[src/include/dcache_params.svh]
`ifndef DCACHE_PARAMS_SVH
`define DCACHE_PARAMS_SVH

// address split, tag | index | byte offset
`define DC_TAG_W        20
`define DC_INDEX_W      8
`define DC_OFFSET_W     4

// data path
`define DC_WORD_W       32
`define DC_BANKS        4      // words per line
`define DC_LINE_W       128

// organisation
`define DC_WAYS         2
`define DC_SETS         256

// victim lfsr, must not be zero
`define DC_LFSR_SEED    8'h5a

`endif
[src/logic/dcache_pkg.sv]
`include "dcache_params.svh"

package dcache_pkg;

    typedef logic [`DC_TAG_W-1:0]          tag_t;
    typedef logic [`DC_INDEX_W-1:0]        index_t;
    typedef logic [`DC_OFFSET_W-1:0]       offset_t;
    typedef logic [`DC_WORD_W-1:0]         word_t;
    typedef logic [`DC_WORD_W/8-1:0]       strb_t;
    typedef logic [$clog2(`DC_BANKS)-1:0]  bank_t;
    typedef logic [`DC_LINE_W-1:0]         line_t;
    typedef logic [`DC_WAYS-1:0]           way_sel_t;   // one-hot

    typedef struct packed {
        logic    op;        // 1 = store
        index_t  index;
        tag_t    tag;
        offset_t offset;
        strb_t   wstrb;
        word_t   wdata;
    } cpu_req_t;

    typedef struct packed {
        logic  valid;
        logic  dirty;
        tag_t  tag;
        line_t line;
    } way_q_t;

    typedef struct packed {
        logic   word_we;
        bank_t  bank;
        strb_t  strb;
        word_t  word;
        logic   tag_we;     // also marks the set valid
        tag_t   tag;
        logic   set_dirty;
        logic   clr_dirty;
        index_t index;
    } way_wr_t;

    typedef struct packed {
        logic     valid;
        way_sel_t way;
        index_t   index;
        bank_t    bank;
        strb_t    strb;
        word_t    word;
    } wbuf_t;

    typedef enum logic [2:0] {
        IDLE,
        LOOKUP,
        MISS,
        REPLACE,
        REFILL
    } main_state_e;

endpackage

[src/logic/dcache_lookup.sv]
`include "dcache_params.svh"

module dcache_lookup (
    input  logic                    clk,
    input  logic                    resetn,
    input  logic                    valid,
    input  dcache_pkg::cpu_req_t    req,
    input  dcache_pkg::main_state_e state,
    input  dcache_pkg::way_q_t      way0_q,
    input  dcache_pkg::way_q_t      way1_q,
    output logic                    addr_ok,
    output logic                    rd_en,
    output dcache_pkg::index_t      rd_index,
    output dcache_pkg::cpu_req_t    req_lat,
    output logic                    hit,
    output dcache_pkg::way_sel_t    hit_way,
    output dcache_pkg::wbuf_t       wbuf
);

    dcache_pkg::bank_t req_bank;
    dcache_pkg::bank_t lat_bank;
    logic              in_lookup;
    logic              wbuf_hazard;
    logic              lookup_hazard;
    logic              bank_conflict;
    logic              wbuf_load;

    assign req_bank  = req.offset[`DC_OFFSET_W-1:2];
    assign lat_bank  = req_lat.offset[`DC_OFFSET_W-1:2];
    assign in_lookup = state == dcache_pkg::LOOKUP;

    // store sitting in the write buffer, written this cycle
    assign wbuf_hazard = wbuf.valid && wbuf.bank == req_bank;
    // store being compared now, written next cycle
    assign lookup_hazard = in_lookup && req_lat.op && lat_bank == req_bank;

    // only loads are held back, stores queue up in order
    assign bank_conflict = valid && !req.op && (wbuf_hazard || lookup_hazard);

    assign addr_ok  = (state == dcache_pkg::IDLE || (in_lookup && hit)) && !bank_conflict;
    assign rd_en    = valid && addr_ok;
    assign rd_index = req.index;

    always_ff @(posedge clk) begin
        if (rd_en) begin
            req_lat <= req;
        end
    end

    // q holds the set read on acceptance
    assign hit_way[0] = way0_q.valid && way0_q.tag == req_lat.tag;
    assign hit_way[1] = way1_q.valid && way1_q.tag == req_lat.tag;
    assign hit        = |hit_way;

    assign wbuf_load = in_lookup && hit && req_lat.op;

    always_ff @(posedge clk) begin
        if (!resetn) begin
            wbuf.valid <= 1'b0;
        end else begin
            wbuf.valid <= wbuf_load;   // one cycle only
        end
        if (wbuf_load) begin
            wbuf.way   <= hit_way;
            wbuf.index <= req_lat.index;
            wbuf.bank  <= lat_bank;
            wbuf.strb  <= req_lat.wstrb;
            wbuf.word  <= req_lat.wdata;
        end
    end

endmodule

[config.mk]
export PLATFORM = sky130hd
export DESIGN_NAME = dcache_lookup
export DESIGN_NICKNAME = d
export VERILOG_FILES = /design/src/logic/dcache_pkg.sv /design/src/logic/dcache_lookup.sv
export VERILOG_INCLUDE_DIRS = /design/src /design/src/include
export SDC_FILE = /design/constraint.sdc
export NUM_CORES = 1
export LEC_CHECK = 0
export ABC_CLOCK_PERIOD_IN_PS = 7000
export BUFFER_PORTS_ARGS = -buffer_cell sky130_fd_sc_hd__buf_2
export CAP_MARGIN = 20
export CORE_AREA = 2 2 198 200
export DETAILED_ROUTE_END_ITERATION = 10
export DIE_AREA = 0 0 200 202
export HOLD_SLACK_MARGIN = 0.15
export SETUP_SLACK_MARGIN = 0.3
export SYNTH_ARGS = -nofsm -noshare
export SYNTH_HDL_FRONTEND = slang
export SYNTH_SLANG_ARGS = --single-unit
export TNS_END_PERCENT = 20
[constraint.sdc]
create_clock -name clk -period 7 [get_ports clk]
set_clock_uncertainty 0.1 [all_clocks]
set_input_delay 0.7 -clock clk [delete_from_list [all_inputs] [get_ports clk]]
set_output_delay 0.7 -clock clk [all_outputs]
set_load 0.05 [all_outputs]
=== Word level (Yosys, flattened, before mapping) ===
Index checks and enable logic that the tools add are counted.

* Reductions and logical operators: 17
* Eq/ne operators: 5

{| class="wikitable"
|+ Operators with widths
! operator !! count
|-
| $eq A20 B20 Y1 || 2
|-
| $logic_and A1 B1 Y1 || 11
|-
| $eq A2 B2 Y1 || 2
|-
| $eq A3 B1 Y1 const B || 1
|-
| $logic_not A3 Y1 || 1
|-
| $logic_not A1 Y1 || 2
|-
| $logic_or A1 B1 Y1 || 2
|-
| $reduce_or A2 Y1 || 1
|}

* Input bits: 375
* Logic and storage cells: 34
* Register bits after elaboration: 118
* Output and inout bits: 131

=== Depth between registers and ports, before layout ===
* Word-level depth: 8
* Mapped depth: 6
* Depth with buffers taken out: 6

=== Least setup slack after synthesis ===
OpenSTA, ideal clock, no wires.

* Path kind: register -> output
* From: register req_lat[51] (netlist bit)
* To: output rd_en
* Stages on the path, launching flop included: 7
* Data required time: 6,200 ps
* Data arrival time: 7,248 ps
* Path slack: -1,048 ps
* Buffers on the path: 0
* Cells stage by stage: edfxtp_1 > xnor2_1 > nand4_1 > nor4_1 > nand4_1 > and3_4 > nor3_1

* Cells in the longest elaborated chain, start to end: 7
* Elaborated cells between the ends (all ways): 9
* Classes of those cells: eq/ne (2); reduce/logical (7)

{| class="wikitable"
|+ RTL lines
! element !! RTL line !! RTL
|-
| start, declared || dcache_lookup.sv:14 || <nowiki>output dcache_pkg::cpu_req_t req_lat,</nowiki>
|-
| start signal, assigned || dcache_lookup.sv:46 || <nowiki>req_lat <= req;</nowiki>
|-
| $eq A20 B20 Y1 (on tied branches) || dcache_lookup.sv:51, dcache_lookup.sv:52 ||
|-
| $logic_and A1 B1 Y1 (on tied branches) || dcache_lookup.sv:51, dcache_lookup.sv:52 ||
|-
| $reduce_or A2 Y1 * || dcache_lookup.sv:53 || <nowiki>assign hit = |hit_way;</nowiki>
|-
| $logic_and A1 B1 Y1 * || dcache_lookup.sv:40 || <nowiki>assign addr_ok = (state == dcache_pkg::IDLE || (in_lookup && hit)) && !bank_conflict;</nowiki>
|-
| $logic_or A1 B1 Y1 * || dcache_lookup.sv:40 ||
|-
| $logic_and A1 B1 Y1 * || dcache_lookup.sv:40 ||
|-
| $logic_and A1 B1 Y1 * || dcache_lookup.sv:41 || <nowiki>assign rd_en = valid && addr_ok;</nowiki>
|-
| end, declared || dcache_lookup.sv:12 || <nowiki>output logic rd_en,</nowiki>
|}

Mark *: on every way between the ends. The rest lies on a longest branch, timed or not.

=== Final worst setup path ===
* From: register req_lat[59] (netlist bit)
* To: output rd_en

Same word-level chain as after synthesis.

==> results by group <==
Run status
  – Status: complete, no violations

Clock tree
  – Clk root buf: clkbuf_16
  – CTS Buf Count: 17
  – Post-CTS setup buffers: 0
  – Hold_buf cts: 0
  – Clk_lat worst skew: between 0.4 and 0.5 ns
  – Clock transition at path regs: about 0.060 ns
  – Post-CTS sizing: 0
  – CTS tree: done
  – Sink Count: approximately 120
  – Htree depth: 4
  – CTS Buffer Depth: 2

Pwr
  – Power Density: approximately 280 nW/um2
  – Net Sw Frac: 0.246
  – Worst VDD drop: approximately 0.00016 V
  – LEAKAGE: between 2 and 3 nW
  – Switching power: ~0.00046 W
  – Clk pwr share: 0.501
  – Int Power: roughly 0.0014 W
  – Combinational share of power: 0.070
  – Total power: approximately 0.0019 W
  – Seq pwr share: 0.429

Final layout
  – Nets: 836
  – Share of cells above drive strength 1: 0.603
  – Finished Cell Area: around 6600 um2
  – Fill count: 4202
  – Fin cells: 998
  – Area Growth Syn to Fin: 59.9%

Timing
  – Period utilization: 0.572
  – Final hold vios: 0
  – Final hold slack: roughly 0.34 ns
  – Final Max Slew Viols: 0
  – Fmax: 250 MHz
  – Least-Margin Pin Slew: just over 0.7 ns
  – Setup TNS: 0 ns
  – Max_slew headroom: 0.528
  – Final setup violation count: 0
  – Tmin final: 4.00 ns
  – Unrepaired setup endpoints after global routing: no

Placement
  – PortBufs: ~250
  – Placed instance count: 960
  – Dpl hpwl: roughly 12000 um
  – RePlAce Congestion: approximately 0.74
  – DP Area: between 6000 and 7000 um2

Logic synthesis
  – Synthesized area per cell: a little over 20 um2
  – Post-Syn Area: roughly 4200 um2
  – Most frequent cell after synthesis: edfxtp_1
  – Main flop type after synthesis: edfxtp_1
  – Synth top cells by count: edfxtp_1 (117), xnor2_1 (35), buf_4 (8), xor2_1 (8), nand4_1 (7)
  – Yosys reg bits: ~120
  – Netlist cell types: 19
  – Syn Nets: ~580
  – Ys Warns: 0
  – Share of the yosys chip area belonging to registers: 0.850
  – Number of synthesized flops with an enable pin: between 100 and 150
  – Cell accounting for the most synthesized area: edfxtp_1
  – Mapped Cells: 200
  – Top-area cell type share of the netlist area: 0.845
  – Synth async-reset ratio: 0
  – Top cells by area, synth: edfxtp_1 (85%), xnor2_1 (7.4%), xor2_1 (1.7%), buf_4 (1.4%), nand4_1 (1.1%)

Critical path
  – Crit. End Element: output pin
  – RR Endpoint: req_lat[33]$_DFFE_PP_
  – Worst Setup Start Kind: register
  – Max stage delay on crit path: roughly 0.55 ns
  – Crit path required time: around 6.2 ns
  – R2r startpoint: req_lat[59]$_DFFE_PP_
  – Crit-path max FO: 25
  – Worst-path cell chain: xnor2_1 -> nand4_1 -> nor4_1 -> nand3_1 -> and3_4 -> nor3_4 -> buf_4 -> buf_2
  – Critical path class: register to output pin
  – Setup crit end: rd_en
  – Critical path origin: req_lat[59]$_DFFE_PP_
  – Slowest CP cell: nor4_1
  – Flop-to-flop setup slack: 3.45 ns
  – Critical path arrival: roughly 3.2 ns
  – R2R cell count: 8

Routing
  – Iter 0 DRT Violations: 112
  – Post-route ant nets: 0
  – Pre-Repair DR Iteration Count: 4
  – Final WL: ~16000 um
  – Routed len/inst: 15.6 um
  – Drt via density: ~2.8
  – # DRC: 0
  – Via Count: 2758

GRT
  – First-pass GRT wire length: 20500 um
  – Total grt overflow: 0
  – GRT Overall Usage: 0.0770
  – Number of global-route vias before repair: a little under 3000
  – Antenna violations before repair: 11
  – Largest net degree at the start of global routing: 49

Floorplanning
  – Die width: around 200 um
  – FP Rows: a little over 70
  – Starting Density: 0.109
  – Height of the die: between 200 and 250 um
  – Die area: just over 40000 um2
  – Io pins: 506
  – Core Region: roughly 38000 um2

Run
  – Max-cap violations: 0

Worst hold path
  – Worst Hold Class: register to register
-- worst max-delay path: cells and delay by family (launching register included) --
family / cells / cell delay, ns
simple gates: 5 / 1.33
buf+inv: 2 / 0.74
flops: 1 / 0.48
xor+xnor: 1 / 0.19
-- cells in the final DEF, fill, tap and decap left out, types with 2 or more instances in the layout --
cell type	instances
a21oi_1	2
and3_1	2
buf_2	247
buf_4	3
bufinv_16	3
clkbuf_16	17
clkinv_4	2
diode_2	6
edfxtp_1	117
inv_1	3
inv_6	7
nand2_1	2
nand3_1	5
nand4_1	7
nor4_1	3
xnor2_1	35
xor2_1	8
-- cells by family after synthesis --
family / Yosys count / synth area share
AOI/OAI and AO/OA: 4 / 0.00722
and+or+nand+nor: 24 / 0.0352
xor gates and xnor gates: 43 / 0.0906
DFF: 118 / 0.850
buffers and inverters: 11 / 0.0172
-- state kept, by name, indices dropped and copies added (netlist names) --
register,flops
req_lat,69
wbuf,49
-- area by class of cell --
class                           count  area [um2]  share of cell area
Timing Repair Buffer              250        1260               0.189
Sequential cell                   118        3530               0.531
Inverter                            3        11.3             0.00169
Tap cell                          518         648              0.0975
Antenna cell                        6        15.0             0.00226
Multi-Input combinational cell     71         566              0.0851
Clock buffer                       17         425              0.0640
Clock inverter                     15         191              0.0288
-- power by group through the flow --
stage                     logic (W)  clock network, W  registers [W]
after detailed placement   0.000132                 0       0.000815
after global routing       0.000139          0.000995       0.000801
after global placement     0.000131                 0       0.000814
final                      0.000130          0.000935       0.000799
after CTS                  0.000133          0.000968       0.000800
after floorplan           0.0000355                 0       0.000854
-- routing by layer --
layer | up-vias | GRT usage | wire length [um]
met5 | - | 0 | 63
met2 | 120 | 0.126 | 7670
met1 | 1308 | 0.0809 | 5950
met4 | 10 | 0.0368 | 349
met3 | 23 | 0.0409 | 1510
li1 | 1297 | - | -
-- per-stage QoR --
step / setup WS (ns) / utilization
2_1_floorplan: 1.38 / -
3_3_place_gp: 2.96 / 0.157
3_5_place_dp: 2.98 / 0.157
4_1_cts: 2.79 / 0.173
5_1_grt: 2.62 / 0.173
6_report: 3.00 / 0.174
-- how the worst min path moves through the flow --
stage / startpoint / endpoint / slack [ns] / cells past startpoint
after detailed placement: req_lat[0]$_DFFE_PP_ / wbuf[0]$_DFFE_PP_ / 0.33 / 0
after CTS: req[43] / req_lat[43]$_DFFE_PP_ / 0.30 / 1
after global placement: req_lat[21]$_DFFE_PP_ / wbuf[21]$_DFFE_PP_ / 0.32 / 0
after floorplan: req[0] / req_lat[0]$_DFFE_PP_ / 0.70 / 0
final: req_lat[28]$_DFFE_PP_ / wbuf[28]$_DFFE_PP_ / 0.34 / 0
after global routing: req[25] / req_lat[25]$_DFFE_PP_ / 0.31 / 1
No activity file was read; power rests on OpenSTA's default activity.
