**src/include/dcache_params.svh**
```systemverilog
`ifndef DCACHE_PARAMS_SVH
`define DCACHE_PARAMS_SVH

// address split, tag | index | byte offset
`define DC_TAG_W        20
`define DC_INDEX_W      8
`define DC_OFFSET_W     4

// data path
`define DC_WORD_W       32
`define DC_BANKS        4      // words per line
`define DC_LINE_W       128

// organisation
`define DC_WAYS         2
`define DC_SETS         256

// victim lfsr, must not be zero
`define DC_LFSR_SEED    8'h5a

`endif
```
**src/logic/dcache_pkg.sv**
```systemverilog
`include "dcache_params.svh"

package dcache_pkg;

    typedef logic [`DC_TAG_W-1:0]          tag_t;
    typedef logic [`DC_INDEX_W-1:0]        index_t;
    typedef logic [`DC_OFFSET_W-1:0]       offset_t;
    typedef logic [`DC_WORD_W-1:0]         word_t;
    typedef logic [`DC_WORD_W/8-1:0]       strb_t;
    typedef logic [$clog2(`DC_BANKS)-1:0]  bank_t;
    typedef logic [`DC_LINE_W-1:0]         line_t;
    typedef logic [`DC_WAYS-1:0]           way_sel_t;   // one-hot

    typedef struct packed {
        logic    op;        // 1 = store
        index_t  index;
        tag_t    tag;
        offset_t offset;
        strb_t   wstrb;
        word_t   wdata;
    } cpu_req_t;

    typedef struct packed {
        logic  valid;
        logic  dirty;
        tag_t  tag;
        line_t line;
    } way_q_t;

    typedef struct packed {
        logic   word_we;
        bank_t  bank;
        strb_t  strb;
        word_t  word;
        logic   tag_we;     // also marks the set valid
        tag_t   tag;
        logic   set_dirty;
        logic   clr_dirty;
        index_t index;
    } way_wr_t;

    typedef struct packed {
        logic     valid;
        way_sel_t way;
        index_t   index;
        bank_t    bank;
        strb_t    strb;
        word_t    word;
    } wbuf_t;

    typedef enum logic [2:0] {
        IDLE,
        LOOKUP,
        MISS,
        REPLACE,
        REFILL
    } main_state_e;

endpackage

```
**src/logic/dcache_miss_ctrl.sv**
```systemverilog
`include "dcache_params.svh"

module dcache_miss_ctrl (
    input  logic                    clk,
    input  logic                    resetn,
    input  logic                    valid,      // request taken this cycle
    input  dcache_pkg::cpu_req_t    req_lat,
    input  logic                    hit,
    input  dcache_pkg::wbuf_t       wbuf,
    input  dcache_pkg::way_q_t      way0_q,
    input  dcache_pkg::way_q_t      way1_q,
    input  logic                    rd_rdy,
    input  logic                    ret_valid,
    input  logic                    ret_last,
    input  dcache_pkg::word_t       ret_data,
    input  logic                    wr_rdy,
    output dcache_pkg::main_state_e state,
    output dcache_pkg::bank_t       beat,
    output dcache_pkg::way_wr_t     way0_wr,
    output dcache_pkg::way_wr_t     way1_wr,
    output logic                    rd_req,
    output dcache_pkg::word_t       rd_addr,
    output logic                    wr_req,
    output dcache_pkg::word_t       wr_addr,
    output dcache_pkg::line_t       wr_data
);

    dcache_pkg::main_state_e state_nxt;
    logic [7:0]              lfsr;
    dcache_pkg::way_sel_t    pick_sel;
    dcache_pkg::way_q_t      pick_q;
    logic                    wbuf_on_pick;
    dcache_pkg::line_t       pick_line;
    dcache_pkg::way_sel_t    victim_sel;
    logic                    victim_dirty;
    dcache_pkg::tag_t        victim_tag;
    dcache_pkg::line_t       victim_line;
    dcache_pkg::bank_t       req_bank;
    dcache_pkg::word_t       refill_word;
    logic                    refill_go;
    dcache_pkg::way_wr_t     wr_port [`DC_WAYS];

    assign req_bank  = req_lat.offset[`DC_OFFSET_W-1:2];
    assign refill_go = state == dcache_pkg::REFILL && ret_valid;

    assign pick_sel = lfsr[0] ? dcache_pkg::way_sel_t'(2) : dcache_pkg::way_sel_t'(1);
    assign pick_q   = lfsr[0] ? way1_q : way0_q;

    // q was read before the buffered store landed, so patch it in
    assign wbuf_on_pick = wbuf.valid && wbuf.index == req_lat.index && wbuf.way == pick_sel;

    always_comb begin
        pick_line = pick_q.line;
        for (int k = 0; k < `DC_WORD_W / 8; k++) begin
            if (wbuf_on_pick && wbuf.strb[k]) begin
                pick_line[{wbuf.bank, 5'd0} + 8*k +: 8] = wbuf.word[8*k +: 8];
            end
        end
    end

    always_comb begin
        state_nxt = state;
        case (state)
            dcache_pkg::IDLE:    if (valid) state_nxt = dcache_pkg::LOOKUP;
            dcache_pkg::LOOKUP:  state_nxt = !hit ? dcache_pkg::MISS :
                                              valid ? dcache_pkg::LOOKUP : dcache_pkg::IDLE;
            dcache_pkg::MISS: begin
                if (victim_dirty) begin
                    if (wr_rdy && !wr_req) state_nxt = dcache_pkg::REPLACE;
                end else if (rd_req && rd_rdy) begin
                    state_nxt = dcache_pkg::REFILL;
                end
            end
            dcache_pkg::REPLACE: if (rd_req && rd_rdy) state_nxt = dcache_pkg::REFILL;
            dcache_pkg::REFILL:  if (ret_valid && ret_last) state_nxt = dcache_pkg::IDLE;
            default:             state_nxt = dcache_pkg::IDLE;
        endcase
    end

    always_ff @(posedge clk) begin
        if (!resetn) begin
            state        <= dcache_pkg::IDLE;
            lfsr         <= `DC_LFSR_SEED;
            beat         <= '0;
            rd_req       <= 1'b0;
            wr_req       <= 1'b0;
            victim_sel   <= '0;
            victim_dirty <= 1'b0;
        end else begin
            state <= state_nxt;
            lfsr  <= {lfsr[6:0], lfsr[7] ^ lfsr[5] ^ lfsr[4] ^ lfsr[3]};
            if (refill_go) begin
                beat <= ret_last ? '0 : dcache_pkg::bank_t'(beat + 1'b1);
            end
            if (rd_req && rd_rdy) begin
                rd_req <= 1'b0;
            end else if ((state == dcache_pkg::MISS && !victim_dirty) ||
                         state == dcache_pkg::REPLACE) begin
                rd_req <= 1'b1;
            end
            if (state == dcache_pkg::MISS && state_nxt == dcache_pkg::REPLACE) begin
                wr_req <= 1'b1;
            end else if (wr_rdy) begin
                wr_req <= 1'b0;
            end
            if (state == dcache_pkg::LOOKUP && !hit) begin
                victim_sel   <= pick_sel;
                victim_dirty <= pick_q.valid && (pick_q.dirty || wbuf_on_pick);
            end
        end
    end

    always_ff @(posedge clk) begin
        if (state == dcache_pkg::LOOKUP && !hit) begin
            victim_tag  <= pick_q.tag;
            victim_line <= pick_line;
        end
    end

    assign rd_addr = {req_lat.tag, req_lat.index, dcache_pkg::offset_t'(0)};
    assign wr_addr = {victim_tag, req_lat.index, dcache_pkg::offset_t'(0)};
    assign wr_data = victim_line;

    // pending store lands on its own word of the refill
    always_comb begin
        refill_word = ret_data;
        for (int k = 0; k < `DC_WORD_W / 8; k++) begin
            if (req_lat.op && beat == req_bank && req_lat.wstrb[k]) begin
                refill_word[8*k +: 8] = req_lat.wdata[8*k +: 8];
            end
        end
    end

    // refill takes the port first
    always_comb begin
        for (int w = 0; w < `DC_WAYS; w++) begin
            wr_port[w] = '0;
            if (refill_go && victim_sel[w]) begin
                wr_port[w].word_we   = 1'b1;
                wr_port[w].bank      = beat;
                wr_port[w].strb      = '1;
                wr_port[w].word      = refill_word;
                wr_port[w].tag_we    = ret_last;
                wr_port[w].tag       = req_lat.tag;
                wr_port[w].set_dirty = ret_last && req_lat.op;
                wr_port[w].clr_dirty = ret_last && !req_lat.op;
                wr_port[w].index     = req_lat.index;
            end else if (wbuf.valid && wbuf.way[w]) begin
                wr_port[w].word_we   = 1'b1;
                wr_port[w].bank      = wbuf.bank;
                wr_port[w].strb      = wbuf.strb;
                wr_port[w].word      = wbuf.word;
                wr_port[w].set_dirty = 1'b1;
                wr_port[w].index     = wbuf.index;
            end
        end
    end

    assign way0_wr = wr_port[0];
    assign way1_wr = wr_port[1];

endmodule

```
**config.mk**
```make
export PLATFORM = sky130hd
export DESIGN_NAME = dcache_miss_ctrl
export DESIGN_NICKNAME = d
export VERILOG_FILES = /design/src/logic/dcache_pkg.sv /design/src/logic/dcache_miss_ctrl.sv
export VERILOG_INCLUDE_DIRS = /design/src /design/src/include
export SDC_FILE = /design/constraint.sdc
export NUM_CORES = 1
export LEC_CHECK = 0
export BUFFER_PORTS_ARGS = -buffer_cell sky130_fd_sc_hd__buf_2
export CORE_AREA = 3 3 306 308
export CTS_CLUSTER_SIZE = 40
export DETAILED_ROUTE_END_ITERATION = 12
export DIE_AREA = 0 0 309 311
export SKIP_CTS_REPAIR_TIMING = 1
export SLEW_MARGIN = 10
export SYNTH_ARGS = -nofsm -noshare
export SYNTH_HDL_FRONTEND = slang
export SYNTH_SLANG_ARGS = --single-unit
```
**constraint.sdc**
```tcl
create_clock -name clk -period 4.65 [get_ports clk]
set_input_delay 0.2325 -clock clk [delete_from_list [all_inputs] [get_ports clk]]
set_output_delay 0.2325 -clock clk [all_outputs]
set_load 0.005 [all_outputs]
```
After elaboration in Yosys (flattened, before gate mapping)
Cells that the tools add are included.
Operators by class
  add/sub/neg operators: 8
  equal/unequal tests: 8
  shift operators: 8
  muxes and demuxes: 41
  bitwise operators: 4
  reductions and logical operators: 34
Operators by type and width (count)
  $bwmux 128: 4
  $mux 128: 4
  $shift 8x34->128 const A: 4
  $shiftx 8x34->128: 4
  $mux 39: 4
  $mux 150: 1
  $neg 8->34: 3
  $mux 8: 8
  $mux 21: 2
  $neg 7->34: 1
  $logic_and 1x1->1: 25
  $add 7x5->8 const B: 2
  $mux 3: 5
  $pmux 3 s5: 1
  $eq 3x2->1 const B: 3
  $mux 1: 9
  $add 7x4->8 const B: 1
  $eq 8x8->1: 1
  $mux 2: 3
  $eq 2x2->1: 2
  $logic_not 1->1: 4
  $eq 3x1->1 const B: 1
  $eq 3x3->1 const B: 1
  $logic_not 3->1: 1
  other kinds (6): 9
Storage, ports and cells
  bits in registers: 166
  output and inout port bits: 339

Logic depth before layout (Yosys ltp)
  depth in word-level cells: 11
  depth in mapped cells: 7
  mapped depth without buffers: 5

Worst setup path after synthesis
Ideal clock, no wire load.
  kind: reg-to-reg
  start point: reg state[1]
  end point: reg victim_tag[0] (enable)
  setup time: 501 ps
  data arrival time: 3949 ps
  required time: 4149 ps
  path slack: 201 ps
  cell stages (with the launch flop): 4
  clock period less this slack: 4449 ps
  path through: dfxtp_1 clkbuf_1 or4b_1 inv_1
On the way
  cells in the longest elaborated chain, start to end: 2
RTL lines
  start: declaration: RTL line dcache_miss_ctrl.sv:17  | output dcache_pkg::main_state_e state,
  start signal: assignment: RTL line dcache_miss_ctrl.sv:82  | state <= dcache_pkg::IDLE;
  start signal: assignment: RTL line dcache_miss_ctrl.sv:90  | state <= state_nxt;
  $eq 3x1->1: RTL line dcache_miss_ctrl.sv:114  | if (state == dcache_pkg::LOOKUP && !hit) begin
  $logic_and 1x1->1: RTL line dcache_miss_ctrl.sv:114
  end signal: assignment: RTL line dcache_miss_ctrl.sv:115  | victim_tag <= pick_q.tag;
  end: declaration: RTL line dcache_miss_ctrl.sv:36  | dcache_pkg::tag_t victim_tag;
No other way between the ends.
A chain may end at the register's enable or synchronous reset.

==> reports/metrics.cfg <==
[floorplan]
core_um2=91400
dieWidth_um=309
std_cell_rows=111
die_area_um2=96100
io-pin-count=797
start_util_pct=12.3
die_h_um=311

[worst_setup_path]
cp-end-kind=primary output
r2r_setup_slack_ns=1.84
r2r-start=lfsr[0]
crit_type=flop to primary output
cp-endpoint=way0_wr[42]
path_cells=and4bb_2 -> and2_1 -> nor2_4 -> buf_4 -> o2bb2ai_1 -> buf_2
r2r_cells=5
worst-path-max-fanout=20
cp_data_arrival_time_ns=3.47
slowest_delay_ns=0.84
r2r-end=wr_data[125]
critPathLaunch=state[1]
cp-start-kind=flop
cpMaxStageDelayCell=nor2_4
crit_required_ns=4.42

[sta]
hold_viol=0
tightestPinTransition_ns=1.02
fin_setup_tns_ns=0
min_period_ns=3.70
finalHoldWorstSlack_ns=0.0403
drv_slew=0
max_freq_mhz=270
relSlewSlack_pct=31.7
rsz0062_at_grt=false
setup_viol=0
period_share_pct=79.6
fin_worst_skew_ns=0.0159

[yosys]
ys_seq_elements=166
synth_area_um2=11200
synth_flop_cell=edfxtp_1
synth-edff-count=148
seq_area_frac_synth_pct=42.8
async_flop_share_pct=0
syn_inst=1012
syn_avg_cell_area_um2=11.1
yosysWarnings=0
ys_types=51

[clocking]
numCtsBuffers=17
clkTransAtPathRegs_ns=0.08
root_buffer=clkbuf_16
cts_num_sinks=166
cts_tree=built
clk_path_buf_depth=2
h-tree-depth=4
insertion_delay_ns=0.49

[layout]
syn_to_final_growth_pct=53.0
fin_nets=2224
mostFrequentLayoutCells=786 x buf_2, 289 x mux2i_1, 185 x nand2_1
final_util_pct=18.8
fill_cells=10200
layout_commonest_cell=buf_2
drive_above_1_share_pct=51.6

[worst_hold_path]
min_path_type=primary input to flop

[route]
drt_wl_total_mm=69.5
route.detailed.drc=0
drt-initial-drc-count=605
num_vias=11400
routed_via_density=3.85
wire_per_inst_um=23.4
firstDrtPassIters=7
ant_nets=0

[placed_design]
gp_congestion=0.902
portBuffers=786
hpwl_mm=56.3

[global_route]
grt_usage_pct=13.9
gr-total-overflow=0
antenna_found_initial=10
grt_pass1_vias=11600
grt_first_pass_wirelength_mm=90.9
grt_start_max_net_pins=99

[power_and_ir_drop]
leakage_nw=7.52
p_per_area_nw_per_um2=262
irDropWorstVdd_mv=0.281

[status]
status=finished clean

[job]
cap_violations=0

-- final cells by class --
class / count / area [µm²] / share of cell area [%]
flip-flops and latches: 166 / 4810 / 28.0
inverters: 5 / 26.3 / 0.153
clock inverters: 15 / 214 / 1.24
repair buffers: 826 / 4300 / 25.0
diodes: 11 / 27.5 / 0.160
clock buffers: 17 / 425 / 2.48
well taps: 1186 / 1480 / 8.63
multi-input cells: 744 / 5900 / 34.3
-- flip-flops by register name, indices dropped and copies added, names as in the netlist, 2 cells and up --
| name | cells |
|---|---|
| beat | 2 |
| lfsr | 8 |
| state | 3 |
| victim_sel | 2 |
| victim_tag | 20 |
| wr_data | 128 |
-- cell usage after synthesis (all sizes together) (2+ instances only) --
library cell    n  area share [%]
nand3           2            0.20
a21o            2            0.13
nand4           6            0.47
clkbuf         46             1.5
o2bb2ai        32             2.5
nor4           16             3.0
a21boi          3            0.20
a22o           20             1.6
nor2            3            0.10
dfxtp          18             3.2
xnor2          12             1.1
and3           45             2.5
o21ai          37             1.6
nor3            6            0.27
o21a           10            0.67
edfxtp        148              40
a21oi           2           0.089
buf            58             3.7
nand2         187             6.2
nand2b          8            0.45
inv             5            0.17
and2            7            0.39
nor2b           6            0.33
mux2           20             2.0
nor4bb          2            0.18
mux2i         289              26
ha              6            0.67
nor3b           5            0.38
-- worst min-delay path by stage --
stage | startpoint | end | slack, ns | cells past startpoint
global placement | lfsr[2] | lfsr[3] | 0.39 | 1
detailed placement | lfsr[2] | lfsr[3] | 0.40 | 1
finish | way0_q[132] | victim_tag[4] | 0.04 | 2
CTS | way1_q[132] | victim_tag[4] | -0.03 | 2
floorplan | lfsr[2] | lfsr[3] | 0.39 | 1
global route | way0_q[132] | victim_tag[4] | 0.0002 | 2
-- layer usage --
layer  track usage [%]  vias to the layer above  wire length, µm
met3              3.50                      106             4890
met1              16.1                     5455            28200
met2              23.3                      646            33300
li1                  -                     5227                -
met5                 0                        -               27
met4              7.43                        4             3110
-- critical path: cells and delay by family, from the launching register on --
kind | cells | cell delay (ns)
AND/OR/NAND/NOR | 3 | 1.58
buffers and inverters | 2 | 0.69
flip-flops | 1 | 0.49
AO/OA/AOI/OAI | 1 | 0.14
-- per-stage QoR --
step	total power [mW]	setup WS, ns	cell area [µm²]	instances
detailed placement	2.91	1.48	16500	2925
floorplan	2.34	0.201	11300	1019
finish	4.51	0.949	17200	2970
global placement	2.90	1.50	16500	2925
CTS	4.61	0.898	17100	2957
global route	4.73	0.816	17200	2965
-- report_power, final --
part	switching (mW)	internal [mW]
combinational	0.625	0.477
sequential	0.0350	1.73
clock	0.735	0.911
-- kinds of logic after synthesis --
logic type	synth area share [%]
other	0.0334
AO/OA/AOI/OAI	7.25
buffers and inverters	5.39
AND/OR/NAND/NOR	15.0
multiplexers	27.8
flip-flops	42.8
adder cells (fa/ha/maj)	0.668
XOR/XNOR	1.15
(Power assumes the default switching activity.)
