File: config.mk
export PLATFORM = sky130hd
export DESIGN_NAME = dcache_read_return
export DESIGN_NICKNAME = d
export VERILOG_FILES = /design/src/logic/dcache_pkg.sv /design/src/logic/dcache_read_return.sv
export VERILOG_INCLUDE_DIRS = /design/src /design/src/include
export SDC_FILE = /design/constraint.sdc
export NUM_CORES = 1
export LEC_CHECK = 0
export CAP_MARGIN = 40
export CORE_AREA = 2 2 173 175
export DETAILED_ROUTE_END_ITERATION = 8
export DIE_AREA = 0 0 175 177
export DONT_BUFFER_PORTS = 1
export GPL_TIMING_DRIVEN = 0
export SLEW_MARGIN = 20
export SYNTH_ARGS = -nofsm -noshare
export SYNTH_HDL_FRONTEND = slang
export SYNTH_SLANG_ARGS = --single-unit
File: constraint.sdc
create_clock -name vclk -period 1
set_input_delay 0.05 -clock vclk [all_inputs]
set_output_delay 0.05 -clock vclk [all_outputs]
set_load 0.05 [all_outputs]
File: src/include/dcache_params.svh
`ifndef DCACHE_PARAMS_SVH
`define DCACHE_PARAMS_SVH

// address split, tag | index | byte offset
`define DC_TAG_W        20
`define DC_INDEX_W      8
`define DC_OFFSET_W     4

// data path
`define DC_WORD_W       32
`define DC_BANKS        4      // words per line
`define DC_LINE_W       128

// organisation
`define DC_WAYS         2
`define DC_SETS         256

// victim lfsr, must not be zero
`define DC_LFSR_SEED    8'h5a

`endif
File: src/logic/dcache_pkg.sv
`include "dcache_params.svh"

package dcache_pkg;

    typedef logic [`DC_TAG_W-1:0]          tag_t;
    typedef logic [`DC_INDEX_W-1:0]        index_t;
    typedef logic [`DC_OFFSET_W-1:0]       offset_t;
    typedef logic [`DC_WORD_W-1:0]         word_t;
    typedef logic [`DC_WORD_W/8-1:0]       strb_t;
    typedef logic [$clog2(`DC_BANKS)-1:0]  bank_t;
    typedef logic [`DC_LINE_W-1:0]         line_t;
    typedef logic [`DC_WAYS-1:0]           way_sel_t;   // one-hot

    typedef struct packed {
        logic    op;        // 1 = store
        index_t  index;
        tag_t    tag;
        offset_t offset;
        strb_t   wstrb;
        word_t   wdata;
    } cpu_req_t;

    typedef struct packed {
        logic  valid;
        logic  dirty;
        tag_t  tag;
        line_t line;
    } way_q_t;

    typedef struct packed {
        logic   word_we;
        bank_t  bank;
        strb_t  strb;
        word_t  word;
        logic   tag_we;     // also marks the set valid
        tag_t   tag;
        logic   set_dirty;
        logic   clr_dirty;
        index_t index;
    } way_wr_t;

    typedef struct packed {
        logic     valid;
        way_sel_t way;
        index_t   index;
        bank_t    bank;
        strb_t    strb;
        word_t    word;
    } wbuf_t;

    typedef enum logic [2:0] {
        IDLE,
        LOOKUP,
        MISS,
        REPLACE,
        REFILL
    } main_state_e;

endpackage

File: src/logic/dcache_read_return.sv
`include "dcache_params.svh"

module dcache_read_return (
    input  dcache_pkg::main_state_e state,
    input  dcache_pkg::cpu_req_t    req_lat,
    input  logic                    hit,
    input  dcache_pkg::way_sel_t    hit_way,
    input  dcache_pkg::way_q_t      way0_q,
    input  dcache_pkg::way_q_t      way1_q,
    input  dcache_pkg::bank_t       beat,
    input  logic                    ret_valid,
    input  dcache_pkg::word_t       ret_data,
    output dcache_pkg::word_t       rdata,
    output logic                    data_ok
);

    dcache_pkg::bank_t req_bank;
    dcache_pkg::line_t hit_line;
    dcache_pkg::word_t hit_word;
    logic              in_lookup;
    logic              refill_match;

    assign req_bank  = req_lat.offset[`DC_OFFSET_W-1:2];
    assign in_lookup = state == dcache_pkg::LOOKUP;

    // and-or select, hit_way is one-hot
    assign hit_line = ({`DC_LINE_W{hit_way[0]}} & way0_q.line) |
                      ({`DC_LINE_W{hit_way[1]}} & way1_q.line);
    assign hit_word = hit_line[req_bank*`DC_WORD_W +: `DC_WORD_W];

    assign rdata = (in_lookup && hit) ? hit_word : ret_data;

    // load miss answers on the beat carrying its word
    assign refill_match = state == dcache_pkg::REFILL && ret_valid && !req_lat.op &&
                          beat == req_bank;

    assign data_ok = (in_lookup && (hit || req_lat.op)) || refill_match;

endmodule

**Yosys cells after proc, flatten, opt, wreduce, memory -nomap -nowiden**

Index checks and enable logic that the tools add are counted.

- Bits in read-only memories: 0
- Output and inout bits: 33
- Input bits: 410
- Logic and storage cells: 16
- Memories kept: 0
- Bits in latches: 0
- Bits in writable memories: 0
- Register bits after elaboration: 0

- Shift-type cells: 1
- Multiplexer cells: 1
- $add $sub $neg: 0
- Multiply operators: 0
- $lt $le $gt $ge: 0
- Reductions and logical operators: 8
- Bitwise operators: 3
- Eq/ne operators: 3
- Divide/modulo/power cells: 0

Operators by type and width:

| kind | count |
|---|---|
| 128-bit AND | 2 |
| 128-bit OR | 1 |
| 128-bit by 8-bit indexed part select with 32-bit output | 1 |
| 32-bit two-way mux | 1 |
| 1-bit logical AND | 5 |
| 3-bit by 1-bit equality test with 1-bit output, second input constant | 1 |
| 3-bit equality test, second input constant | 1 |
| 2-bit equality test | 1 |
| 1-bit logical OR | 2 |
| 1-bit zero test | 1 |

**Longest topological paths before layout**

Gate-level depths: netlist of the first run.

- Depth in word-level cells: 5
- Depth in mapped cells: 5
- Depth with buffers taken out: 3

**Worst setup path after synthesis of the first run**

Ideal clock, no wire load.

- Path kind: input to output
- Start point: input req_lat[38] (netlist name)
- End point: output rdata[24]
- Data arrival time: 2,290 ps
- Stages on the path: 5
- Buffers on the path: 2
- Path slack: -1,340 ps
- Required time: 950 ps
- Cells stage by stage: buf_6 nor2b_4 buf_6 a22o_1 o41ai_1

- Word-level cells in the longest chain between the ends: 2

Ends and longest elaborated chain:

| what | line | source |
|---|---|---|
| start, declared | dcache_read_return.sv:5 | `input dcache_pkg::cpu_req_t req_lat,` |
| 128-bit by 8-bit indexed part select with 32-bit output | dcache_read_return.sv:29 | `` assign hit_word = hit_line[req_bank*`DC_WORD_W +: `DC_WORD_W]; `` |
| 32-bit two-way mux | dcache_read_return.sv:31 | `assign rdata = (in_lookup && hit) ? hit_word : ret_data;` |
| end, declared | dcache_read_return.sv:13 | `output dcache_pkg::word_t rdata,` |

Every way passes these cells.

**Worst setup path in the final report of the first run**

- Start point: input req_lat[39] (netlist name)
- End point: output rdata[4]

Same word-level chain as after synthesis.

==> flow_metrics.py, run 1 <==
metrics = {
    "route": {
        "drc_errors": 0,
        "ant_nets": 0,
        "drt_pass1_iterations": 5,
        "drt_wl_total_um": 21700,
        "wl_per_cell_um": 31.1,
        "drtIter0Drc": 179,
        "vias": 3296,
        "viasPerCell": 4.72,
    },
    "setup_path": {
        "worstPathArrival_ns": 1.53,
        "crit_path_max_fanout": 8,
        "critical-path-top-delay-family": "compound AO/OA/AOI/OAI gates",
        "cp-end-kind": "primary output",
        "crit_top_cell": "buf_12",
        "cp_num_buf_inv": 2,
        "crit_slowest_cell": "o41ai_4",
        "start_kind": "input pin",
        "critPathRequiredTime_ns": 0.95,
        "slowest_delay_ns": 0.80,
        "cp_cell_sequence": "buf_12 > nor2b_4 > buf_12 > a22o_4 > o41ai_4",
        "crit_type": "in -> out",
    },
    "sta": {
        "tightest_slew_ns": 0.847,
        "hold_viol": 0,
        "tns_ns": -16.18,
        "finalCriticalPeriod_ns": 1.58,
        "slew_violations": 0,
        "setup_viol": 33,
        "max-slew-margin-rel_pct": 43.3,
        "finalCritPeriodShare_pct": 158,
        "whs_ns": 0.155,
        "timing.final.ws_setup_ns": -0.579,
        "fmax_mhz": 633,
        "rsz0062_at_grt": "yes",
    },
    "floorplan": {
        "dieArea_um2": 31000,
        "die_x_um": 175,
        "num_rows": 63,
        "ioPinCount": 443,
        "start_util_pct": 8.14,
        "core_area_um2": 29200,
        "die_h_um": 177,
    },
    "grt": {
        "grt_max_degree": 11,
        "grt_pass1_wl_um": 27400,
        "antenna_found_initial": 2,
        "grt_pass1_vias": 3386,
        "globalRoute.totalOverflow": 0,
        "grt.total_usage_pct": 12.8,
    },
    "yosys": {
        "syn_area_per_cell_um2": 8.23,
        "syn_nets": 699,
        "yosysSeqAreaShare_pct": 0,
        "synth.distinct_cells": 25,
        "synth_top_area_share_pct": 23.6,
        "yosysWarnings": 0,
        "netlist_instances": 289,
        "synth_top_cell_by_area": "a221oi_1",
        "syn-cell-area_um2": 2380,
        "synthTopCellsByArea": "a221oi_1, o41ai_2, a22oi_1, a22o_1, nand2_1",
    },
    "placement": {
        "gp_congestion": 0.809,
        "io_buffers": 0,
        "dpl.hpwl_um": 17100,
        "placed_cells": 680,
        "place_ws_ns": -1.15,
        "dpl_cell_area_um2": 3440,
    },
    "final_layout": {
        "fin_area_um2": 4330,
        "multi_input_area_um2": 2790,
        "mostFrequentLayoutCells": "a22oi_1, a221oi_1, nand2_1",
        "final_cells": 698,
        "mostFrequentLayoutCell": "a22oi_1",
        "clock_buffers": 0,
        "final_nets": 719,
        "regArea_um2": 0,
        "seq_cells": 0,
        "areaGrowthSynthToFinish_pct": 81.9,
        "fillers": 3273,
        "drive_above_1_share_pct": 49.5,
        "utilization_pct": 14.8,
    },
    "run_status": {
        "violations": "negative setup slack",
        "status": "finished, violations left",
    },
    "worst_hold_path": {
        "min_delay_path_depth": 1,
        "holdPathEnd": "data_ok",
        "holdCritStartpoint": "state[1]",
        "hold_path.class": "in -> out",
    },
    "power_and_ir_drop": {
        "fin_total_pwr_mw": 2.22,
        "internal_power_mw": 0.895,
        "p_comb_share_pct": 100.0,
        "switchingPower_mw": 1.32,
        "power.clock.fraction_pct": 0,
        "p_leak_nw": 1.42,
        "sequentialPowerShare_pct": 0,
        "irDropWorstVdd_uv": 196,
        "p_sw_share_pct": 59.7,
        "powerDensity_nw_per_um2": 513,
    },
    "flow_run": {
        "maxCapViolCount": 0,
    },
}
[cell type report]
cell class	instances	share of cell area, %
Multi-Input combinational cell	239	64.4
Buffer	48	18.1
Tap cell	390	11.3
Timing Repair Buffer	19	6.10
Inverter	1	0.0867
Antenna cell	1	0.0578
[cell usage after synthesis (2+ instances only)]
cell type and number:
a221oi_1 64, a22o_1 31, a22oi_1 52, a22oi_2 10, buf_1 3, buf_2 22
buf_4 9, buf_6 7, clkbuf_1 8, nand2_1 36, nand2b_1 2, o41ai_1 5
o41ai_2 27, xor2_1 2
[power by group through the flow]
stage               Sequential, mW  Combinational (mW)    Clock, mW
floorplan                        0                1.43            0
global placement                 0                1.82            0
detailed placement               0                1.85            0
CTS                              0                2.22            0
global route                     0                2.33            0
finish                           0                2.22  0.000000134
[logic make-up (layout without fill, tap and decap cells)]
kind of cell | after synthesis | in the layout | share of synthesized area (%)
AO/OA/AOI/OAI | 193 | 193 | 78.2
XOR/XNOR | 2 | 2 | 0.736
buffers and inverters | 50 | 68 | 12.7
other | 0 | 1 | 0
AND/OR/NAND/NOR | 44 | 44 | 8.41
[how the worst max path moves through the flow]
stage,from,endpoint,slack [ns],depth (start not counted)
floorplan,req_lat[39],rdata[3],-0.43,5
global placement,req_lat[39],rdata[11],-1.15,5
detailed placement,req_lat[39],rdata[19],-1.15,5
CTS,req_lat[39],rdata[4],-0.59,5
global route,req_lat[39],rdata[0],-0.61,6
finish,req_lat[39],rdata[4],-0.58,5
[layer usage]
metal / share of wire [%] / global-route usage, % / up-vias
li1: - / - / 1353
met1: 40 / 15.7 / 1629
met2: 50 / 23.3 / 279
met3: 8.0 / 2.79 / 33
met4: 1.6 / 1.60 / 2
met5: 0.074 / 0 / -
[timing repair]
item | 4_1_cts | 5_1_grt
gates cloned | 5 | 0
endpoints found under the setup margin | 33 | 33
hold buffers | 0 | 0
resized for setup | 125 | 32
buffers inserted | 12 | 2
pin swaps | 37 | 9
hold endpoints to repair | 0 | 0
(Power assumes the default switching activity.)
==> run 2: changes to the inputs <==
--- a/config.mk
+++ b/config.mk
@@ -11,7 +11,7 @@
 export DETAILED_ROUTE_END_ITERATION = 8
 export DIE_AREA = 0 0 175 177
 export DONT_BUFFER_PORTS = 1
-export GPL_TIMING_DRIVEN = 0
+export GPL_TIMING_DRIVEN = 1
 export SLEW_MARGIN = 20
 export SYNTH_ARGS = -nofsm -noshare
 export SYNTH_HDL_FRONTEND = slang
==> run 2 against run 1 <==
Net effect:
- the flow still finishes with violations (negative setup slack)
- worst setup slack better by 0.22 ns
- critical endpoint is now rdata[8]
- core utilization is 0.74 points higher
- fmax is 16% higher
- critical path depth down 1
- flip-flop and latch count is the same
- global-route usage down 2.5 points
- first-iteration DRC count rose by 12%
- non-clock buffer count increased by 20
- wire length shrank 17%
- final area is 5.0% higher
==> flow_metrics.py, run 2 (synthesis results as in run 1) <==
metrics = {
    "run_status": {
        "status": "finished, violations left",
        "violations": "negative setup slack",
    },
    "power_and_ir_drop": {
        "irDropWorstVdd_uv": 282,
        "powerDensity_nw_per_um2": 469,
        "p_leak_nw": 1.58,
    },
    "sta": {
        "timing.final.ws_setup_ns": -0.362,
        "slew_violations": 0,
        "setup_viol": 33,
        "max-slew-margin-rel_pct": 63.9,
        "tightest_slew_ns": 0.542,
        "finalCritPeriodShare_pct": 136,
        "whs_ns": 0.252,
        "fmax_mhz": 734,
        "hold_viol": 0,
        "finalCriticalPeriod_ns": 1.36,
        "rsz0062_at_grt": "yes",
    },
    "clock_network": {
        "cts_hold_buf": 0,
    },
    "final_layout": {
        "mostFrequentLayoutCell": "a221oi_1",
        "clock_buffers": 0,
        "regArea_um2": 0,
        "seq_cells": 0,
        "areaGrowthSynthToFinish_pct": 90.9,
        "final_cells": 719,
        "final_nets": 740,
        "fillers": 3254,
        "fin_area_um2": 4540,
        "mostFrequentLayoutCells": "a221oi_1, a22oi_1, buf_12",
        "drive_above_1_share_pct": 48.8,
        "utilization_pct": 15.5,
    },
    "grt": {
        "grt.total_usage_pct": 10.3,
        "grt_pass1_wl_um": 22700,
        "grt_max_degree": 129,
        "antenna_found_initial": 1,
        "grt_pass1_vias": 3110,
        "globalRoute.totalOverflow": 0,
    },
    "route": {
        "routed-wl-met3_um": 1320,
        "wl_met1_um": 7530,
        "dr_wl_met2_um": 8810,
        "vias": 3263,
        "drtIter0Drc": 200,
        "drt_pass1_iterations": 4,
        "drt_wl_total_um": 18000,
        "viasPerCell": 4.54,
        "ant_nets": 0,
        "wl_per_cell_um": 25.0,
        "routed.top_layer": "met4",
        "drc_errors": 0,
    },
    "setup_path": {
        "cp-end-kind": "primary output",
        "start_kind": "input pin",
        "critical-path-top-delay-family": "compound AO/OA/AOI/OAI gates",
        "worstPathArrival_ns": 1.31,
        "crit_type": "in -> out",
        "critPathRequiredTime_ns": 0.95,
        "cp_num_buf_inv": 1,
        "cp_cell_sequence": "a22oi_1 > a22o_1 > o41ai_4 > buf_12",
        "crit_slowest_cell": "o41ai_4",
        "crit_path_max_fanout": 128,
        "slowest_delay_ns": 0.40,
    },
    "placement": {
        "gp_congestion": 0.804,
        "io_buffers": 0,
        "placed_cells": 708,
        "dpl.hpwl_um": 13800,
        "dpl_cell_area_um2": 4170,
        "place_ws_ns": -0.479,
    },
    "worst_hold_path": {
        "hold_path.class": "in -> out",
        "min_delay_path_depth": 2,
        "holdPathEnd": "data_ok",
        "holdCritStartpoint": "state[1]",
    },
    "floorplan": {
        "die_h_um": 177,
        "ioPinCount": 443,
        "core_area_um2": 29200,
        "num_rows": 63,
        "dieArea_um2": 31000,
        "start_util_pct": 8.14,
        "die_x_um": 175,
    },
    "flow_run": {
        "maxCapViolCount": 0,
    },
}
[run 2: cell count changes in the layout (fill, tap and decap cells not counted), moves of 4 or more]
cell	before	now
a22o_4	8	3
buf_12	24	47
buf_8	11	0
a221oi_2	16	12
a221oi_1	47	51
a22o_1	21	28
buf_6	11	2
buf_4	9	32
[run 2: layout make-up]
class | count | area [um^2] | share of cell area (%)
multi-input combinational | 240 | 2700 | 59.5
inverter | 1 | 3.75 | 0.0826
antenna | 1 | 2.50 | 0.0551
tap | 390 | 488 | 10.7
timing repair buffer | 87 | 1350 | 29.6
[run 2: where the power goes]
part | switching (mW) | internal, mW | total (mW)
sequential | 0 | 0 | 0
combinational | 1.09 | 1.04 | 2.13
clock | 0 | 0.000000134 | 0.000000134
total | 1.09 | 1.04 | 2.13
[run 2: worst max path at each step]
stage | startpoint | slack [ns] | endpoint | depth (start not counted)
6_report | hit_way[1] | -0.36 | rdata[8] | 4
5_1_grt | state[2] | -0.31 | rdata[13] | 5
4_1_cts | state[2] | -0.31 | rdata[13] | 5
3_5_place_dp | req_lat[38] | -0.48 | rdata[2] | 5
3_3_place_gp | req_lat[38] | -0.62 | rdata[31] | 5
2_1_floorplan | req_lat[39] | -0.43 | rdata[3] | 5
[run 2: repair_timing]
action / 4_1_cts / 5_1_grt
gates resized for setup: 27 / 8
setup buffers: 3 / 5
endpoints found under the setup margin: 33 / 33
cloned: 4 / 2
pin swaps: 13 / 11
[run 2: metal layers]
| layer | track usage [%] | vias up |
|---|---|---|
| met5 | 0 | - |
| met4 | 1.67 | 0 |
| met3 | 1.74 | 14 |
| met2 | 17.8 | 233 |
| met1 | 13.5 | 1621 |
| li1 | - | 1395 |
[run 2: through the flow]
| stage | power (mW) | TNS, ns |
|---|---|---|
| 2_1_floorplan | 1.43 | -13.24 |
| 5_1_grt | 2.24 | -9.14 |
| 4_1_cts | 2.14 | -8.18 |
| 3_3_place_gp | 1.98 | -15.20 |
| 6_report | 2.13 | -8.09 |
| 3_5_place_dp | 2.01 | -12.08 |
==> run 3: changes to the inputs <==
--- a/config.mk
+++ b/config.mk
@@ -6,12 +6,13 @@
 export SDC_FILE = /design/constraint.sdc
 export NUM_CORES = 1
 export LEC_CHECK = 0
+export BUFFER_PORTS_ARGS = -buffer_cell sky130_fd_sc_hd__clkbuf_2
 export CAP_MARGIN = 40
-export CORE_AREA = 2 2 173 175
+export CORE_AREA = 2 2 175 177
 export DETAILED_ROUTE_END_ITERATION = 8
-export DIE_AREA = 0 0 175 177
-export DONT_BUFFER_PORTS = 1
+export DIE_AREA = 0 0 177 179
 export GPL_TIMING_DRIVEN = 1
+export SKIP_LAST_GASP = 1
 export SLEW_MARGIN = 20
 export SYNTH_ARGS = -nofsm -noshare
 export SYNTH_HDL_FRONTEND = slang
==> run 3 against run 2 <==
Net effect:
- the flow still finishes with violations (negative setup slack)
- critical path depth up 3
- highest routed layer unchanged
- hold slack improved by 0.15 ns
- worst setup slack lost 0.13 ns
- count of clock-buffer cells in the layout unchanged
- core utilization is 7.9 points higher
- global-route usage increased by 2.0 points
- flip-flop and latch count unchanged
- final area is 55% higher
- total power is 62% higher
- die area is 2.3% higher
- final cell count rose by 51%
- first-iteration DRC count down 14%
==> flow_metrics.py, run 3 (synthesis results as in run 1) <==
metrics = {
    "run_status": {
        "status": "finished, violations left",
        "violations": "negative setup slack",
    },
    "setup_path": {
        "crit_path_max_fanout": 7,
        "worstPathArrival_ns": 1.44,
        "crit_type": "in -> out",
        "critPathRequiredTime_ns": 0.95,
        "start_kind": "input pin",
        "cp-end-kind": "primary output",
    },
    "grt": {
        "grt_max_degree": 29,
        "globalRoute.totalOverflow": 0,
        "grt_pass1_vias": 4652,
        "grt_pass1_wl_um": 29100,
        "grt.total_usage_pct": 12.3,
        "antenna_found_initial": 0,
    },
    "route": {
        "viasPerCell": 4.28,
        "drt_wl_total_um": 22300,
        "wl_per_cell_um": 20.6,
        "drt_pass1_iterations": 4,
        "vias": 4630,
        "ant_nets": 0,
        "drc_errors": 0,
        "drtIter0Drc": 172,
    },
    "power_and_ir_drop": {
        "powerDensity_nw_per_um2": 490,
        "sequentialPowerShare_pct": 0,
        "irDropWorstVdd_uv": 247,
        "p_comb_share_pct": 100.0,
        "internal_power_mw": 1.78,
        "fin_total_pwr_mw": 3.45,
        "switchingPower_mw": 1.67,
        "p_sw_share_pct": 48.5,
        "power.clock.fraction_pct": 0,
        "p_leak_nw": 3.30,
    },
    "sta": {
        "fmax_mhz": 672,
        "max-slew-margin-rel_pct": 65.7,
        "timing.final.ws_setup_ns": -0.488,
        "slew_violations": 0,
        "hold_viol": 0,
        "finalCriticalPeriod_ns": 1.49,
        "setup_viol": 33,
        "whs_ns": 0.402,
        "rsz0062_at_grt": "yes",
        "tightest_slew_ns": 0.515,
        "finalCritPeriodShare_pct": 149,
    },
    "worst_hold_path": {
        "hold_path.class": "in -> out",
    },
    "final_layout": {
        "regArea_um2": 0,
        "mostFrequentLayoutCells": "clkbuf_2, buf_4, buf_12",
        "final_cells": 1083,
        "final_nets": 1099,
        "fillers": 3265,
        "diodes": 0,
        "mostFrequentLayoutCell": "clkbuf_2",
        "seq_cells": 0,
        "clock_buffers": 0,
        "drive_above_1_share_pct": 79.2,
        "areaGrowthSynthToFinish_pct": 196,
    },
    "placement": {
        "place_ws_ns": -0.807,
        "dpl.hpwl_um": 15600,
        "gp_congestion": 0.776,
        "io_buffers": 333,
        "placed_cells": 1048,
    },
    "clock_network": {
        "cts_hold_buf": 0,
    },
    "floorplan": {
        "num_rows": 64,
        "dieArea_um2": 31700,
        "start_util_pct": 7.92,
        "die_x_um": 177,
        "core_area_um2": 30000,
        "die_h_um": 179,
        "ioPinCount": 443,
    },
    "flow_run": {
        "maxCapViolCount": 0,
    },
}
==> run 3: changes by cell type in the layout (fill, tap and decap cells not counted), sizes merged <==
| cell | before | now |
|---|---|---|
| nor2b | 3 | 2 |
| bufbuf | 1 | 2 |
| diode | 1 | 0 |
| buf | 84 | 129 |
| clkbuf | 2 | 316 |
==> run 3: power by group through the flow <==
| stage | sequential [mW] | clock (mW) | combinational (mW) |
|---|---|---|---|
| finish | 0 | 0 | 3.45 |
| global route | 0 | 0 | 3.65 |
| CTS | 0 | 0 | 3.35 |
| detailed placement | 0 | 0 | 2.78 |
| global placement | 0 | 0 | 2.74 |
| floorplan | 0 | 0 | 1.43 |
==> run 3: final timing paths <==
check                        from  endpoint  slack, ns  cells past startpoint
worst max-delay path  req_lat[38]  rdata[5]      -0.49                      7
worst min-delay path     state[1]   data_ok       0.40                      3
==> run 3: worst max-delay path: stages <==
cell and delay, ns:
buf_8 0.10, buf_8 0.13, nor2b_4 0.16, clkbuf_16 0.17, a22o_4 0.23, o41ai_4 0.35
clkbuf_8 0.24
==> run 3: layout make-up <==
type	count	area (um^2)	area share, %
multi-input combinational	239	2870	40.7
timing repair buffer	447	3680	52.2
tap	396	495	7.03
inverter	1	3.75	0.0533
==> run 3: per-stage QoR <==
stage	util, %	instance area (um^2)	setup TNS [ns]
floorplan	-	2940	-13.24
global placement	19.1	5730	-24.49
detailed placement	19.3	5780	-21.51
CTS	22.6	6800	-15.30
global route	23.5	7050	-15.84
finish	23.5	7050	-14.29
==> run 3: repair_timing <==
item / CTS / global route
gates resized for setup: 114 / 20
endpoints found under the setup margin: 33 / 33
pin swaps: 41 / 17
buffers inserted: 23 / 8
gates cloned: 10 / 5
==> run 3: per-layer routing <==
metal / global-route usage (%) / wire length [um] / part of all wire (%)
met5: 0 / 0 / 0
met4: 1.65 / 272 / 1.2
met2: 22.7 / 11500 / 52
met1: 15.2 / 8970 / 40
met3: 1.74 / 1530 / 6.9
